File: src/logic/conv_defs.svh
`ifndef CONV_DEFS_SVH
`define CONV_DEFS_SVH

////////////////////////////////////////////////////////////////////////////
// Layer geometry
////////////////////////////////////////////////////////////////////////////

// Pixel, weight and output word width
`define CONV_WIDTH 16
// Output channels computed side by side
`define CONV_LANES 4
// 3x3 kernel over 2 input channels
`define CONV_TAPS 18
// Output positions in one layer run
`define CONV_POSITIONS 4

// FIFO entries, also the credits held at reset
`define CONV_FIFO_DEPTH 4

// Accumulator bits kept after ReLU
`define CONV_Q_MSB 28
`define CONV_Q_LSB 14

`endif

File: src/logic/conv_pkg.sv
package conv_pkg;

	`include "conv_defs.svh"

	// Tap index width, holds 0 .. CONV_TAPS-1
	localparam int TAP_W = 5;

	// One input activation
	typedef logic signed [`CONV_WIDTH-1:0] pixel_t;

	// Pixel plus its position inside the kernel window
	typedef struct packed {
		pixel_t pix;
		logic [TAP_W-1:0] tap;
	} tap_pix_t;

	// Double width so a full window of products fits
	typedef logic signed [2*`CONV_WIDTH-1:0] acc_t;

	// One quantized word per lane
	typedef logic [`CONV_LANES-1:0][`CONV_WIDTH-1:0] ofm_vec_t;

endpackage

File: src/logic/tap_credit_if.sv
`timescale 1ns/1ps

// Streamer to FIFO link with credit return
// Source starts with CONV_FIFO_DEPTH credits, one spent per push
// so push needs no ready
interface tap_credit_if import conv_pkg::*; ();

	// Forward path
	logic push;
	tap_pix_t item;

	// One credit back per pulse
	logic credit;

	modport src (
		output push,
		output item,
		input credit
	);

	modport sink (
		input push,
		input item,
		output credit
	);

endinterface

File: src/logic/ifm_streamer.sv
`timescale 1ns/1ps
`include "conv_defs.svh"

module ifm_streamer import conv_pkg::*; (
	input logic clk,
	input logic rst_n,
	input logic in_valid,
	input pixel_t in_pixel,
	output logic in_ready,
	tap_credit_if.src link
);

	localparam int CRED_W = $clog2(`CONV_FIFO_DEPTH + 1);
	localparam logic [TAP_W-1:0] LAST_TAP = TAP_W'(`CONV_TAPS - 1);

	logic [CRED_W-1:0] credits;
	logic [TAP_W-1:0] tap;
	logic accept;

	// Credit available means the FIFO has room reserved
	assign in_ready = (credits != '0);
	assign accept = in_valid && in_ready;

	////////////////////////////////////////////////////////////////////////////
	// Credit counter
	////////////////////////////////////////////////////////////////////////////

	always_ff @(posedge clk or negedge rst_n) begin
		if (!rst_n) begin
			credits <= CRED_W'(`CONV_FIFO_DEPTH);
		end else begin
			// Spend and return can overlap, then no change
			unique case ({accept, link.credit})
				2'b10: credits <= credits - 1'b1;
				2'b01: credits <= credits + 1'b1;
				default: credits <= credits;
			endcase
		end
	end

	////////////////////////////////////////////////////////////////////////////
	// Tap tagging and forward register
	////////////////////////////////////////////////////////////////////////////

	always_ff @(posedge clk or negedge rst_n) begin
		if (!rst_n) begin
			tap <= '0;
			link.push <= 1'b0;
		end else begin
			link.push <= accept;
			if (accept) begin
				// Wrap at end of window
				tap <= (tap == LAST_TAP) ? '0 : tap + 1'b1;
			end
		end
	end

	// Payload only, no reset
	always_ff @(posedge clk) begin
		if (accept) begin
			link.item.pix <= in_pixel;
			link.item.tap <= tap;
		end
	end

	// Returned credits never exceed what the FIFO can hold
	a_credit_bound: assert property (@(posedge clk) disable iff (!rst_n)
		credits <= CRED_W'(`CONV_FIFO_DEPTH));

endmodule

File: src/logic/tap_fifo.sv
`timescale 1ns/1ps
`include "conv_defs.svh"

module tap_fifo import conv_pkg::*; (
	input logic clk,
	input logic rst_n,
	tap_credit_if.sink link,
	output logic out_valid,
	output tap_pix_t out_item
);

	localparam int PTR_W = $clog2(`CONV_FIFO_DEPTH);
	localparam int CNT_W = $clog2(`CONV_FIFO_DEPTH + 1);
	localparam logic [PTR_W-1:0] LAST_SLOT = PTR_W'(`CONV_FIFO_DEPTH - 1);

	tap_pix_t mem [`CONV_FIFO_DEPTH];
	logic [PTR_W-1:0] wr_ptr;
	logic [PTR_W-1:0] rd_ptr;
	logic [CNT_W-1:0] count;
	logic pop;

	// Engine takes an item every cycle, so pop whenever non-empty
	assign pop = (count != '0);
	assign out_valid = pop;
	assign out_item = mem[rd_ptr];

	// Credit goes back in the pop cycle
	assign link.credit = pop;

	////////////////////////////////////////////////////////////////////////////
	// Storage
	////////////////////////////////////////////////////////////////////////////

	always_ff @(posedge clk) begin
		if (link.push) begin
			mem[wr_ptr] <= link.item;
		end
	end

	////////////////////////////////////////////////////////////////////////////
	// Pointers and occupancy
	////////////////////////////////////////////////////////////////////////////

	always_ff @(posedge clk or negedge rst_n) begin
		if (!rst_n) begin
			wr_ptr <= '0;
			rd_ptr <= '0;
			count <= '0;
		end else begin
			if (link.push) begin
				wr_ptr <= (wr_ptr == LAST_SLOT) ? '0 : wr_ptr + 1'b1;
			end
			if (pop) begin
				rd_ptr <= (rd_ptr == LAST_SLOT) ? '0 : rd_ptr + 1'b1;
			end
			// Simultaneous push and pop leaves count alone
			unique case ({link.push, pop})
				2'b10: count <= count + 1'b1;
				2'b01: count <= count - 1'b1;
				default: count <= count;
			endcase
		end
	end

	// Credit scheme in the streamer keeps pushes away from a full buffer
	a_no_overflow: assert property (@(posedge clk) disable iff (!rst_n)
		link.push |-> (count != CNT_W'(`CONV_FIFO_DEPTH)));

endmodule

File: src/logic/expand_weight_rom.sv
`timescale 1ns/1ps
`include "conv_defs.svh"

module expand_weight_rom import conv_pkg::*; (
	input logic [TAP_W-1:0] tap,
	output ofm_vec_t weights,
	output acc_t [`CONV_LANES-1:0] biases
);

	// Weights and biases carry 10 fractional bits
	localparam int FRAC = 1024;

	////////////////////////////////////////////////////////////////////////////
	// Synthetic weight table
	////////////////////////////////////////////////////////////////////////////

	always_comb begin
		int w;
		for (int l = 0; l < `CONV_LANES; l++) begin
			// Range -8 .. 7, spread over lanes and taps
			w = ((7 * l + 3 * int'(tap)) % 16) - 8;
			weights[l] = `CONV_WIDTH'(w * FRAC);
		end
	end

	// Lane biases, the first two negative
	always_comb begin
		for (int l = 0; l < `CONV_LANES; l++) begin
			biases[l] = acc_t'((256 * l - 384) * FRAC);
		end
	end

endmodule

File: src/logic/expand_conv_engine.sv
`timescale 1ns/1ps
`include "conv_defs.svh"

module expand_conv_engine import conv_pkg::*; (
	input logic clk,
	input logic rst_n,
	input logic in_valid,
	input tap_pix_t in_item,
	input logic done_ack,
	output logic out_valid,
	output ofm_vec_t ofm,
	output logic layer_done
);

	localparam logic [TAP_W-1:0] LAST_TAP = TAP_W'(`CONV_TAPS - 1);
	localparam int Q_BITS = `CONV_Q_MSB - `CONV_Q_LSB + 1;
	localparam int POS_W = $clog2(`CONV_POSITIONS + 1);
	localparam logic [POS_W-1:0] LAST_POS = POS_W'(`CONV_POSITIONS - 1);

	ofm_vec_t weights;
	acc_t [`CONV_LANES-1:0] biases;
	acc_t [`CONV_LANES-1:0] acc;
	acc_t [`CONV_LANES-1:0] acc_nxt;
	acc_t [`CONV_LANES-1:0] res;
	ofm_vec_t ofm_nxt;
	logic first_tap;
	logic last_tap;
	logic res_valid;
	logic [POS_W-1:0] pos_cnt;
	logic [TAP_W-1:0] prev_tap;

	expand_weight_rom u_rom (
		.tap(in_item.tap),
		.weights(weights),
		.biases(biases)
	);

	assign first_tap = (in_item.tap == '0);
	assign last_tap = (in_item.tap == LAST_TAP);

	////////////////////////////////////////////////////////////////////////////
	// MAC lanes
	////////////////////////////////////////////////////////////////////////////

	// Tap 0 starts a fresh window
	always_comb begin
		for (int l = 0; l < `CONV_LANES; l++) begin
			acc_nxt[l] = (first_tap ? acc_t'(0) : acc[l])
				+ acc_t'($signed(in_item.pix)) * acc_t'($signed(weights[l]));
		end
	end

	always_ff @(posedge clk) begin
		if (in_valid) begin
			acc <= acc_nxt;
		end
	end

	// Snapshot on the last tap so the next window can start at once
	always_ff @(posedge clk) begin
		if (in_valid && last_tap) begin
			res <= acc_nxt;
		end
	end

	always_ff @(posedge clk or negedge rst_n) begin
		if (!rst_n) begin
			res_valid <= 1'b0;
		end else begin
			res_valid <= in_valid && last_tap;
		end
	end

	////////////////////////////////////////////////////////////////////////////
	// Bias, ReLU, quantize
	////////////////////////////////////////////////////////////////////////////

	always_comb begin
		acc_t sum;
		for (int l = 0; l < `CONV_LANES; l++) begin
			sum = res[l] + biases[l];
			// Negative sums clamp to zero
			if (sum[2*`CONV_WIDTH-1]) begin
				ofm_nxt[l] = '0;
			end else begin
				ofm_nxt[l] = {{(`CONV_WIDTH - Q_BITS){1'b0}}, sum[`CONV_Q_MSB:`CONV_Q_LSB]};
			end
		end
	end

	always_ff @(posedge clk) begin
		if (res_valid) begin
			ofm <= ofm_nxt;
		end
	end

	always_ff @(posedge clk or negedge rst_n) begin
		if (!rst_n) begin
			out_valid <= 1'b0;
		end else begin
			out_valid <= res_valid;
		end
	end

	////////////////////////////////////////////////////////////////////////////
	// Layer end
	////////////////////////////////////////////////////////////////////////////

	always_ff @(posedge clk or negedge rst_n) begin
		if (!rst_n) begin
			pos_cnt <= '0;
			layer_done <= 1'b0;
		end else begin
			if (out_valid) begin
				pos_cnt <= (pos_cnt == LAST_POS) ? '0 : pos_cnt + 1'b1;
			end
			// Sticky until acknowledged, a new end wins over ack
			if (out_valid && pos_cnt == LAST_POS) begin
				layer_done <= 1'b1;
			end else if (done_ack) begin
				layer_done <= 1'b0;
			end
		end
	end

	// Last tap seen, so the first pop after reset must be tap 0
	always_ff @(posedge clk or negedge rst_n) begin
		if (!rst_n) begin
			prev_tap <= LAST_TAP;
		end else if (in_valid) begin
			prev_tap <= in_item.tap;
		end
	end

	// Streamer tagging and FIFO order must keep taps in sequence
	a_tap_order: assert property (@(posedge clk) disable iff (!rst_n)
		in_valid |-> (in_item.tap == ((prev_tap == LAST_TAP) ? '0 : prev_tap + 1'b1)));

endmodule

File: src/logic/expand_layer_top.sv
`timescale 1ns/1ps
`include "conv_defs.svh"

module expand_layer_top import conv_pkg::*; (
	input logic clk,
	input logic rst_n,
	input logic in_valid,
	input pixel_t in_pixel,
	output logic in_ready,
	input logic done_ack,
	output logic out_valid,
	output ofm_vec_t ofm,
	output logic layer_done
);

	// FIFO to engine, no back-pressure
	logic fifo_valid;
	tap_pix_t fifo_item;

	tap_credit_if u_link ();

	ifm_streamer u_streamer (
		.clk(clk),
		.rst_n(rst_n),
		.in_valid(in_valid),
		.in_pixel(in_pixel),
		.in_ready(in_ready),
		.link(u_link.src)
	);

	tap_fifo u_fifo (
		.clk(clk),
		.rst_n(rst_n),
		.link(u_link.sink),
		.out_valid(fifo_valid),
		.out_item(fifo_item)
	);

	expand_conv_engine u_engine (
		.clk(clk),
		.rst_n(rst_n),
		.in_valid(fifo_valid),
		.in_item(fifo_item),
		.done_ack(done_ack),
		.out_valid(out_valid),
		.ofm(ofm),
		.layer_done(layer_done)
	);

endmodule

File: config.mk
export PLATFORM = sky130hd
export DESIGN_NAME = expand_layer_top
export DESIGN_NICKNAME = d
export VERILOG_FILES = /design/src/logic/conv_pkg.sv /design/src/logic/tap_credit_if.sv /design/src/logic/ifm_streamer.sv /design/src/logic/tap_fifo.sv /design/src/logic/expand_weight_rom.sv /design/src/logic/expand_conv_engine.sv /design/src/logic/expand_layer_top.sv
export VERILOG_INCLUDE_DIRS = /design/src /design/src/logic
export SDC_FILE = /design/constraint.sdc
export NUM_CORES = 1
export LEC_CHECK = 0
export ABC_AREA = 1
export BUFFER_PORTS_ARGS = -buffer_cell sky130_fd_sc_hd__buf_2
export CORE_UTILIZATION = 25
export DETAILED_ROUTE_END_ITERATION = 10
export PLACE_DENSITY = 0.46
export SLEW_MARGIN = 25
export SYNTH_ARGS = -nofsm -noshare
export SYNTH_HDL_FRONTEND = slang
export SYNTH_HIERARCHICAL = 1
export SYNTH_SLANG_ARGS = --single-unit
File: constraint.sdc
create_clock -name clk -period 33.3 [get_ports clk]
set_input_delay 1.665 -clock clk [delete_from_list [all_inputs] [get_ports clk]]
set_output_delay 1.665 -clock clk [all_outputs]
set_load 0.01 [all_outputs]
# Word level (Yosys, flattened, before mapping)
# Memories as Yosys holds them, arrays and structs flattened.
# Cells that the tools add are included.
# Widths: inputs -> output; s select.
[totals] regBits=363 latch_bits=0 mem_bits_rw=84 mem_bits_ro=0 elab_cells=97 mem_count=1
[op_classes] n_addsub=23 multipliers=5 div_mod_pow=0 order_cmp=0 eq_ne=9 shift=0 n_mux=14 bitwise=4 n_reduce_logical=13
[memory_table] memory="u_fifo.mem" words=4 word_bits=21 read_ports=1 rd_ports_with_merged_regs=0 wr=1 line="tap_fifo.sv:16" rtl="tap_pix_t mem [`CONV_FIFO_DEPTH];"
[op_table] cell="$add 32x32->32" n=4
[op_table] cell="$mux 32" n=4
[op_table] cell="$mul 16x6->22" n=4
[op_table] cell="$add 32x20->32 const B" n=2
[op_table] cell="$add 32x18->32 const B" n=1
[op_table] cell="$add 32x19->32 const B" n=1
[op_table] cell="$sub 5x5->6 const B" n=4
[op_table] cell="$reduce_or 4->1" n=4
[op_table] cell="$pmux 3 s2" n=2
[op_table] cell="$eq 5x5->1 const B" n=2
[op_table] cell="$add 3x1->3 const B" n=3
[op_table] cell="$add 3x4->4 const A" n=2
[op_table] cell="$eq 2x2->1 const B" n=4
[op_table] cell="$reduce_bool 2->1" n=3
[op_table] cell="$reduce_bool 3->1" n=2
[op_table] cell="$sub 3x1->3 const B" n=2
[op_table] cell="$add 5x1->5 const B" n=1
[op_table] cell="$logic_not 5->1" n=1
[op_table] cell="$mul 2x5->4 const A" n=1
[op_table] cell="$mux 5" n=1
[op_table] cell="$add 2x1->2 const B" n=2
[op_table] cell="$add 4x4->4 const A" n=1
[op_table] cell="$and 1x1->1 const A" n=4
[op_table] cell="$eq 2x1->1 const B" n=2
[op_table] cell="other kinds (5)" n=11

# Logic depth before layout (Yosys ltp)
# Gate-level depths: netlist of the first run.
# An unclocked memory read counts as a cell.
[depth] depth_word=8 ltp_mapped=39 depth_no_buf=36

# Cells and area by module
# Netlist of the first run, hierarchy kept.
[by_module_without_submodules] mod="expand_conv_engine" instances=1 cells_each=8344 area_per_inst_um2=65724.3
[by_module_without_submodules] mod="tap_fifo" instances=1 cells_each=298 area_per_inst_um2=3895.0
[by_module_without_submodules] mod="expand_weight_rom" instances=1 cells_each=221 area_per_inst_um2=1592.8
[by_module_without_submodules] mod="ifm_streamer" instances=1 cells_each=82 area_per_inst_um2=1166.1

# Worst setup path after synthesis of the first run
# Ideal clock, no wire load.
[synth_path] path_kind="reg2reg" start="reg u_fifo.count[0]" end="reg u_engine.res_valid" setup_time_ns=1.014 arrival_ns=10.430 path_slack_ns=21.857 path_stages_with_launch=6 synth_period_minus_slack_ns=11.443 path_cell_list="dfrtp_1 > inv_2 > nand3_1 > buf_4 > nand4_1 > nor3_1"
[synth_between] elab_chain_cells=2
[synth_lines] element="from (decl)" line="tap_fifo.sv:19" rtl="logic [CNT_W-1:0] count;"
[synth_lines] element="from (signal assigned)" line="tap_fifo.sv:58" rtl="2'b10: count <= count + 1'b1;"
[synth_lines] element="from (signal assigned)" line="tap_fifo.sv:59" rtl="2'b01: count <= count - 1'b1;"
[synth_lines] element="from (signal assigned)" line="tap_fifo.sv:60" rtl="default: count <= count;"
[synth_lines] element="$reduce_bool 3->1" line="tap_fifo.sv:23" rtl="assign pop = (count != '0);"
[synth_lines] element="named net u_link.credit" line="tap_credit_if.sv:13" rtl="logic credit;"
[synth_lines] element="$logic_and 1x1->1" line="expand_conv_engine.sv:70" rtl="res_valid <= in_valid && last_tap;"
[synth_lines] element="to (signal assigned)" line="expand_conv_engine.sv:70"
[synth_lines] element="to (decl)" line="expand_conv_engine.sv:28" rtl="logic res_valid;"
# The timed path passes the listed nets, and every way through them passes these cells.
# A chain may end at the register's enable or synchronous reset.

==> key figures, run 1 <==
Run status
  • Status: finished, final reports clean

Logic synthesis
  • Synth Instances: about 8900
  • Async S/R FF share, synth: 0.0497
  • Mapped Area: about 72000 um2
  • Largest cells by area after synthesis: fa_1 (32%), edfxtp_1 (17%), inv_1 (13%)
  • Yosys warning count: 6
  • Area leader, netlist: fa_1
  • Top-area cell type share of the netlist area: 0.324
  • Most used DFF post-synth: edfxtp_1
  • Post-synth EDFFs: between 400 and 500
  • Top-count cell post-synth: inv_1
  • Sequential cell area fraction in the yosys report: 0.182
  • Post-synth top cells: inv_1 (2531), nand2_1 (2313), fa_1 (1171)
  • Syn_area_per_cell: 8.09 um2
  • Post-synth cell types: a little over 50
  • Synth Register Bits: approximately 440

CTS
  • Worst-skew pair later-pin latency: about 740 ps
  • H-tree depth: 2
  • CTS Root Cell: clkbuf_16
  • CTS tree: yes
  • Post-CTS setup repair buffer count: 0
  • Total CTS buffers: 60
  • CTS clk-pin slew, worst paths: roughly 60 ps
  • Resized Gates After CTS: 0
  • Cts hold-fix bufs: 0
  • Max clock buf depth: 3
  • Sink Count: around 440

Worst setup path
  • Worst Reg-to-Reg Cells: 30
  • Slowest CP cell: ha_1
  • FF-to-FF setup slack: roughly 24000 ps
  • RR Endpoint: u_engine/res[58]$_DFFE_PP_
  • Kind of end point of the critical path: register
  • Worst-path maximum fanout: 81
  • Required @ worst endpoint: roughly 34000 ps
  • WS Path Type: register to register
  • Critical R2R Launch: u_fifo/rd_ptr[0]$_DFFE_PN0N_
  • Max stage delay on crit path: approximately 830 ps
  • Worst setup startpoint: u_fifo/rd_ptr[0]$_DFFE_PN0N_
  • Setup crit start kind: register
  • CP arrival: between 10000 and 15000 ps

STA
  • Final hold vios: 0
  • Tcrit/Tclk final: 0.291
  • # setup viols final: 0
  • Slew Limit Headroom: 0.333
  • RSZ-0062 raised after global routing: false
  • Pins over their slew limit: 0
  • Setup TNS: 0 ps
  • Fmax: roughly 100 MHz
  • Min Tclk post-route: ~9700 ps
  • Fin Clk Skew: a little over 80 ps
  • Worst Max-Slew Pin Slew: roughly 1000 ps

Hold path
  • WHS Path Cells: 2
  • Worst Hold End: u_fifo/count[2]$_DFFE_PN0P_
  • Critical hold path startpoint: u_fifo/count[2]$_DFFE_PN0P_
  • Hold WC Path Type: register to register

GRT
  • Initial antenna violation count: 1
  • Number of global-route vias before repair: about 57000
  • Largest net degree at the start of global routing: 82
  • Met1 Use GR: 0.184
  • GRT Util Overall: 0.135
  • Met3 usage in global routing: 0.0138
  • GRT Max-Usage Layer: met2
  • First-pass GRT wire length: around 320000 um
  • Residual overflow from global routing: 0
  • Met2 usage: 0.232

Floorplan
  • Total core area: approximately 290000 um2
  • Die area: about 290000 um2
  • Boundary pin count: between 80 and 90
  • Die height: 540 um
  • Num rows: just under 200
  • Die width: approximately 540 um
  • Initial Utilization: 0.251

Place
  • Routability cong.: approximately 0.85
  • Buffers added on ports: 82
  • Post-detail-place hpwl: 158000 um

Routing
  • DRC Markers: 0
  • Wirelength, routed: 191000 um
  • DRT Pass-1 Iters: 6
  • WL/cell: ~15 um
  • Routed via count divided by cell count: approximately 4.2
  • DRT iter0 DRCs: 2493
  • Vias post-DR: approximately 53000
  • Final ANT Viol Nets: 0

Finish
  • Fraction of layout cells with a size suffix above 1: 0.0464
  • Area overhead of the layout relative to synthesis: 7.90%
  • Final layout net count: 10600
  • Fillcell total: 31200

Flow run
  • Maxcap violations: 0
==> through the flow <==
stage          hold WS (ps)  std cells  setup WS (ps)  utilization  area (um2)
6_report                472      12700          23600        0.271       78100
4_1_cts                 478      12700          23720        0.271       78100
3_3_place_gp            456      12600          23770        0.264       76100
2_1_floorplan           442       9114          21860            -       73000
3_5_place_dp            465      12600          23730        0.264       76100
5_1_grt                 517      12700          23010        0.271       78100
==> sequential cells by signal (all words and copies together) (netlist names), 2 cells and up <==
register	cells
u_engine/acc	128
u_streamer/tap	5
u_engine/pos_cnt	3
u_streamer/link.item	21
u_fifo/count	3
u_fifo/mem	84
u_fifo/rd_ptr	2
u_streamer/credits	3
u_engine/res	128
u_fifo/wr_ptr	2
u_engine/ofm	60
==> cell type report <==
cell class              instances  area [um2]  share of cell area
multi-input cells            5667       47800               0.612
flip-flops and latches        443       13200               0.169
inverters                    2551        9580               0.123
well taps                    3781        4730              0.0606
clock buffers                  70        1570              0.0201
repair buffers                128         756             0.00968
clock inverters                42         437             0.00559
diodes                          3        7.51           0.0000961
==> kinds of logic (layout without fill, tap and decap cells) <==
group,Yosys count,count (layout),synth area share
and+or+nand+nor,3171,3171,0.179
buffers and inverters,3004,2791,0.167
adders and majority gates,1697,1697,0.415
AOI/OAI and AO/OA,501,501,0.0416
DFF,443,443,0.182
xor gates and xnor gates,124,124,0.0150
other,3,175,0.000156
muxes,2,2,0.000311
==> layout by cell type (no fill, tap or decap), drive strengths merged, types with 70 or more instances in the layout <==
master	instances
nand2	2356
nand4	87
nor2	405
ha	526
fa	1171
xor2	89
inv	2563
conb	172
edfxtp	421
a21oi	241
buf	128
nand3	229
o21ai	123
clkbuf	70
==> per-layer routing <==
layer,share of wire,routed length (um),up-vias
li1,-,-,25600
met1,0.47,89100,26100
met2,0.48,92100,762
met3,0.034,6470,180
met4,0.016,3110,0
met5,0,0,-
==> worst max-delay path: cells and delay by family, from the launching register on <==
family | cells | cell delay, ps
adders and majority gates | 8 | 4040
and+or+nand+nor | 8 | 1270
DFF | 1 | 400
AOI/OAI and AO/OA | 4 | 890
xor gates and xnor gates | 1 | 370
buffers and inverters | 9 | 2450
==> worst max path at each step <==
stage	endpoint	depth (start not counted)	slack, ps
3_3_place_gp	u_engine/res[58]$_DFFE_PP_	30	23770
3_5_place_dp	u_engine/acc[53]$_DFFE_PP_	32	23730
5_1_grt	u_engine/res[53]$_DFFE_PP_	32	23010
6_report	u_engine/res[58]$_DFFE_PP_	30	23600
4_1_cts	u_engine/res[53]$_DFFE_PP_	32	23720
2_1_floorplan	u_engine/res_valid$_DFF_PN0_	5	21860
Power of run 1 is left out: the tool's default activity adds up to more than one toggle a clock period on the data nets, which glitch-free logic cannot reach.
==> inputs of run 2 (changes only) <==
--- a/config.mk
+++ b/config.mk
@@ -10,7 +10,7 @@
 export BUFFER_PORTS_ARGS = -buffer_cell sky130_fd_sc_hd__buf_2
 export CORE_UTILIZATION = 25
 export DETAILED_ROUTE_END_ITERATION = 10
-export PLACE_DENSITY = 0.46
+export PLACE_DENSITY = 0.47
 export SLEW_MARGIN = 25
 export SYNTH_ARGS = -nofsm -noshare
 export SYNTH_HDL_FRONTEND = slang
==> constraint.sdc (replaced) <==
create_clock -name clk -period 8.7 [get_ports clk]
set_input_delay 0.435 -clock clk [delete_from_list [all_inputs] [get_ports clk]]
set_output_delay 0.435 -clock clk [all_outputs]
set_load 0.01 [all_outputs]
==> run 2 against run 1 <==
Effect of this change: final area rose by 0.45%; flip-flop and latch count did not move; cell count rose by 0.31%; largest cell class unchanged; highest routed layer unchanged.
==> key figures, run 2 (synthesis gave the netlist of run 1 again) <==
Hold path
  • WHS Path Cells: 4 (was 2)
  • Hold WC Path Type: input port to register (was register to register)

Routing
  • Final ANT Viol Nets: 0 (unchanged)
  • Routed via count divided by cell count: 4.13 (was 4.15)
  • WL/cell: 14.8 um (was 15.0 um)
  • DRC Markers: 0 (unchanged)
  • DRT iter0 DRCs: 2535 (was 2493)
  • DRT Pass-1 Iters: 7 (was 6)
  • Wirelength, routed: 188000 um (was 191000 um)
  • Vias post-DR: 52600 (was 52700)

Floorplan
  • Die area: 292000 um2 (unchanged)
  • Num rows: 197 (unchanged)
  • Initial Utilization: 0.251 (unchanged)
  • Die height: 540 um (unchanged)
  • Total core area: 288000 um2 (unchanged)
  • Die width: 540 um (unchanged)
  • Boundary pin count: 87 (unchanged)

CTS
  • Resized Gates After CTS: 0 (unchanged)
  • Max clock buf depth: 3 (unchanged)
  • H-tree depth: 2 (unchanged)
  • CTS tree: yes (unchanged)
  • Worst-skew pair later-pin latency: 710 ps (was 740 ps)
  • CTS clk-pin slew, worst paths: 60 ps (about the same)
  • Cts hold-fix bufs: 18 (was 0)
  • Total CTS buffers: 59 (was 60)
  • Post-CTS setup repair buffer count: 0 (unchanged)
  • Sink Count: 443 (unchanged)
  • CTS Root Cell: clkbuf_16 (unchanged)

Place
  • Buffers added on ports: 82 (unchanged)
  • Post-detail-place hpwl: 157000 um (was 158000 um)
  • Routability cong.: 0.849 (was 0.853)

Flow run
  • Maxcap violations: 0 (unchanged)

STA
  • Setup TNS: 0 ps (unchanged)
  • Final hold vios: 0 (unchanged)
  • Min Tclk post-route: 8200 ps (was 9700 ps)
  • Slew Limit Headroom: 0.295 (was 0.333)
  • Worst Max-Slew Pin Slew: 1060 ps (was 1000 ps)
  • # setup viols final: 0 (unchanged)
  • Fin Clk Skew: 47.4 ps (was 83.2 ps)
  • Pins over their slew limit: 0 (unchanged)
  • RSZ-0062 raised after global routing: false (unchanged)
  • Tcrit/Tclk final: 0.943 (was 0.291)
  • Fmax: 122 MHz (was 103 MHz)

Finish
  • Final layout net count: 10600 (about the same)
  • Area overhead of the layout relative to synthesis: 8.38% (was 7.90%)
  • Fillcell total: 31500 (was 31200)
  • Most frequent cells in the layout: inv_1 (2528), nand2_1 (2296), fa_1 (1171) (was inv_1 (2528), nand2_1 (2295), fa_1 (1171))
  • Biggest regs: u_engine/acc: 128 flops, u_engine/res: 128 flops, u_fifo/mem: 84 flops (unchanged)
  • Fraction of layout cells with a size suffix above 1: 0.0479 (was 0.0464)
  • Most common cell after layout, fill and taps aside: inv_1 (unchanged)

Worst setup path
  • Worst-path maximum fanout: 13 (was 81)
  • Kind of end point of the critical path: register (unchanged)
  • Required @ worst endpoint: 9160 ps (was 33800 ps)
  • CP arrival: 8660 ps (was 10200 ps)
  • Setup crit start kind: register (unchanged)
  • Worst Reg-to-Reg Cells: 26 (was 30)
  • WS Path Type: register to register (unchanged)

GRT
  • GRT Util Overall: 0.133 (was 0.135)
  • Largest net degree at the start of global routing: 62 (was 82)
  • First-pass GRT wire length: 312000 um (was 315000 um)
  • Residual overflow from global routing: 0 (unchanged)
  • Initial antenna violation count: 6 (was 1)
  • Number of global-route vias before repair: 57500 (was 57400)

Run status
  • Status: finished, final reports clean (unchanged)
## run 2: final timing paths
check,slack [ps],start,to
worst max register to register,500,u_fifo/rd_ptr[1]$_DFFE_PN0N_,u_engine/res[59]$_DFFE_PP_
worst min register to register,490,u_fifo/count[2]$_DFFE_PN0P_,u_fifo/count[2]$_DFFE_PN0P_
worst min-delay path,90,in_valid,u_streamer/tap[2]$_DFFE_PN0P_
worst max-delay path,500,u_fifo/rd_ptr[1]$_DFFE_PN0N_,u_engine/res[59]$_DFFE_PP_
max in group asynchronous,8000,rst_n,u_engine/res_valid$_DFF_PN0_
min in group asynchronous,270,rst_n,u_fifo/wr_ptr[1]$_DFFE_PN0P_
## run 2: per-layer routing
metal | share of wire | global-route usage
met3 | 0.034 | 0.0135
met5 | 0 | 0
met4 | 0.016 | 0.0243
met1 | 0.47 | 0.178
met2 | 0.49 | 0.233
## run 2: metrics by stage
step | cells | util | setup WS (ps) | area (um2) | hold slack, ps
5_1_grt | 12700 | 0.272 | 99.6 | 78400 | 65.7
6_report | 12700 | 0.272 | 499 | 78400 | 87.2
4_1_cts | 12700 | 0.272 | 653 | 78400 | 14.4
2_1_floorplan | 9114 | - | 1190 | 73000 | 139
3_5_place_dp | 12600 | 0.265 | 608 | 76300 | 466
3_3_place_gp | 12600 | 0.265 | 619 | 76300 | 455
## run 2: cell type report
cell class	instances	area, um2	share of cell area
antenna	2	5.00	0.0000638
clock buffer	76	1560	0.0199
clock inverter	33	377	0.00480
inverter	2551	9580	0.122
multi-input combinational	5667	47800	0.610
sequential	443	13200	0.168
tap	3781	4730	0.0603
timing repair buffer	171	1170	0.0150
## run 2: critical path, cell delays in order, from the launching register on
cell and delay [ps]:
dfrtp_1 370, inv_1 490, o211ai_1 190, nand2_1 220, inv_1 120, fa_1 670
nand2_2 120, nor2_2 110, inv_1 50, nand3_1 70, nand2_1 180, inv_1 470
nor2_1 120, fa_1 550, fa_1 440, fa_1 520, fa_1 430, fa_1 490
inv_1 50, fa_1 480, inv_1 40, ha_1 390, nand2_1 170, nor4_1 620
o21ai_0 320, nand4_1 170, nand2_1 110
Power of run 2 is left out for the same reason.
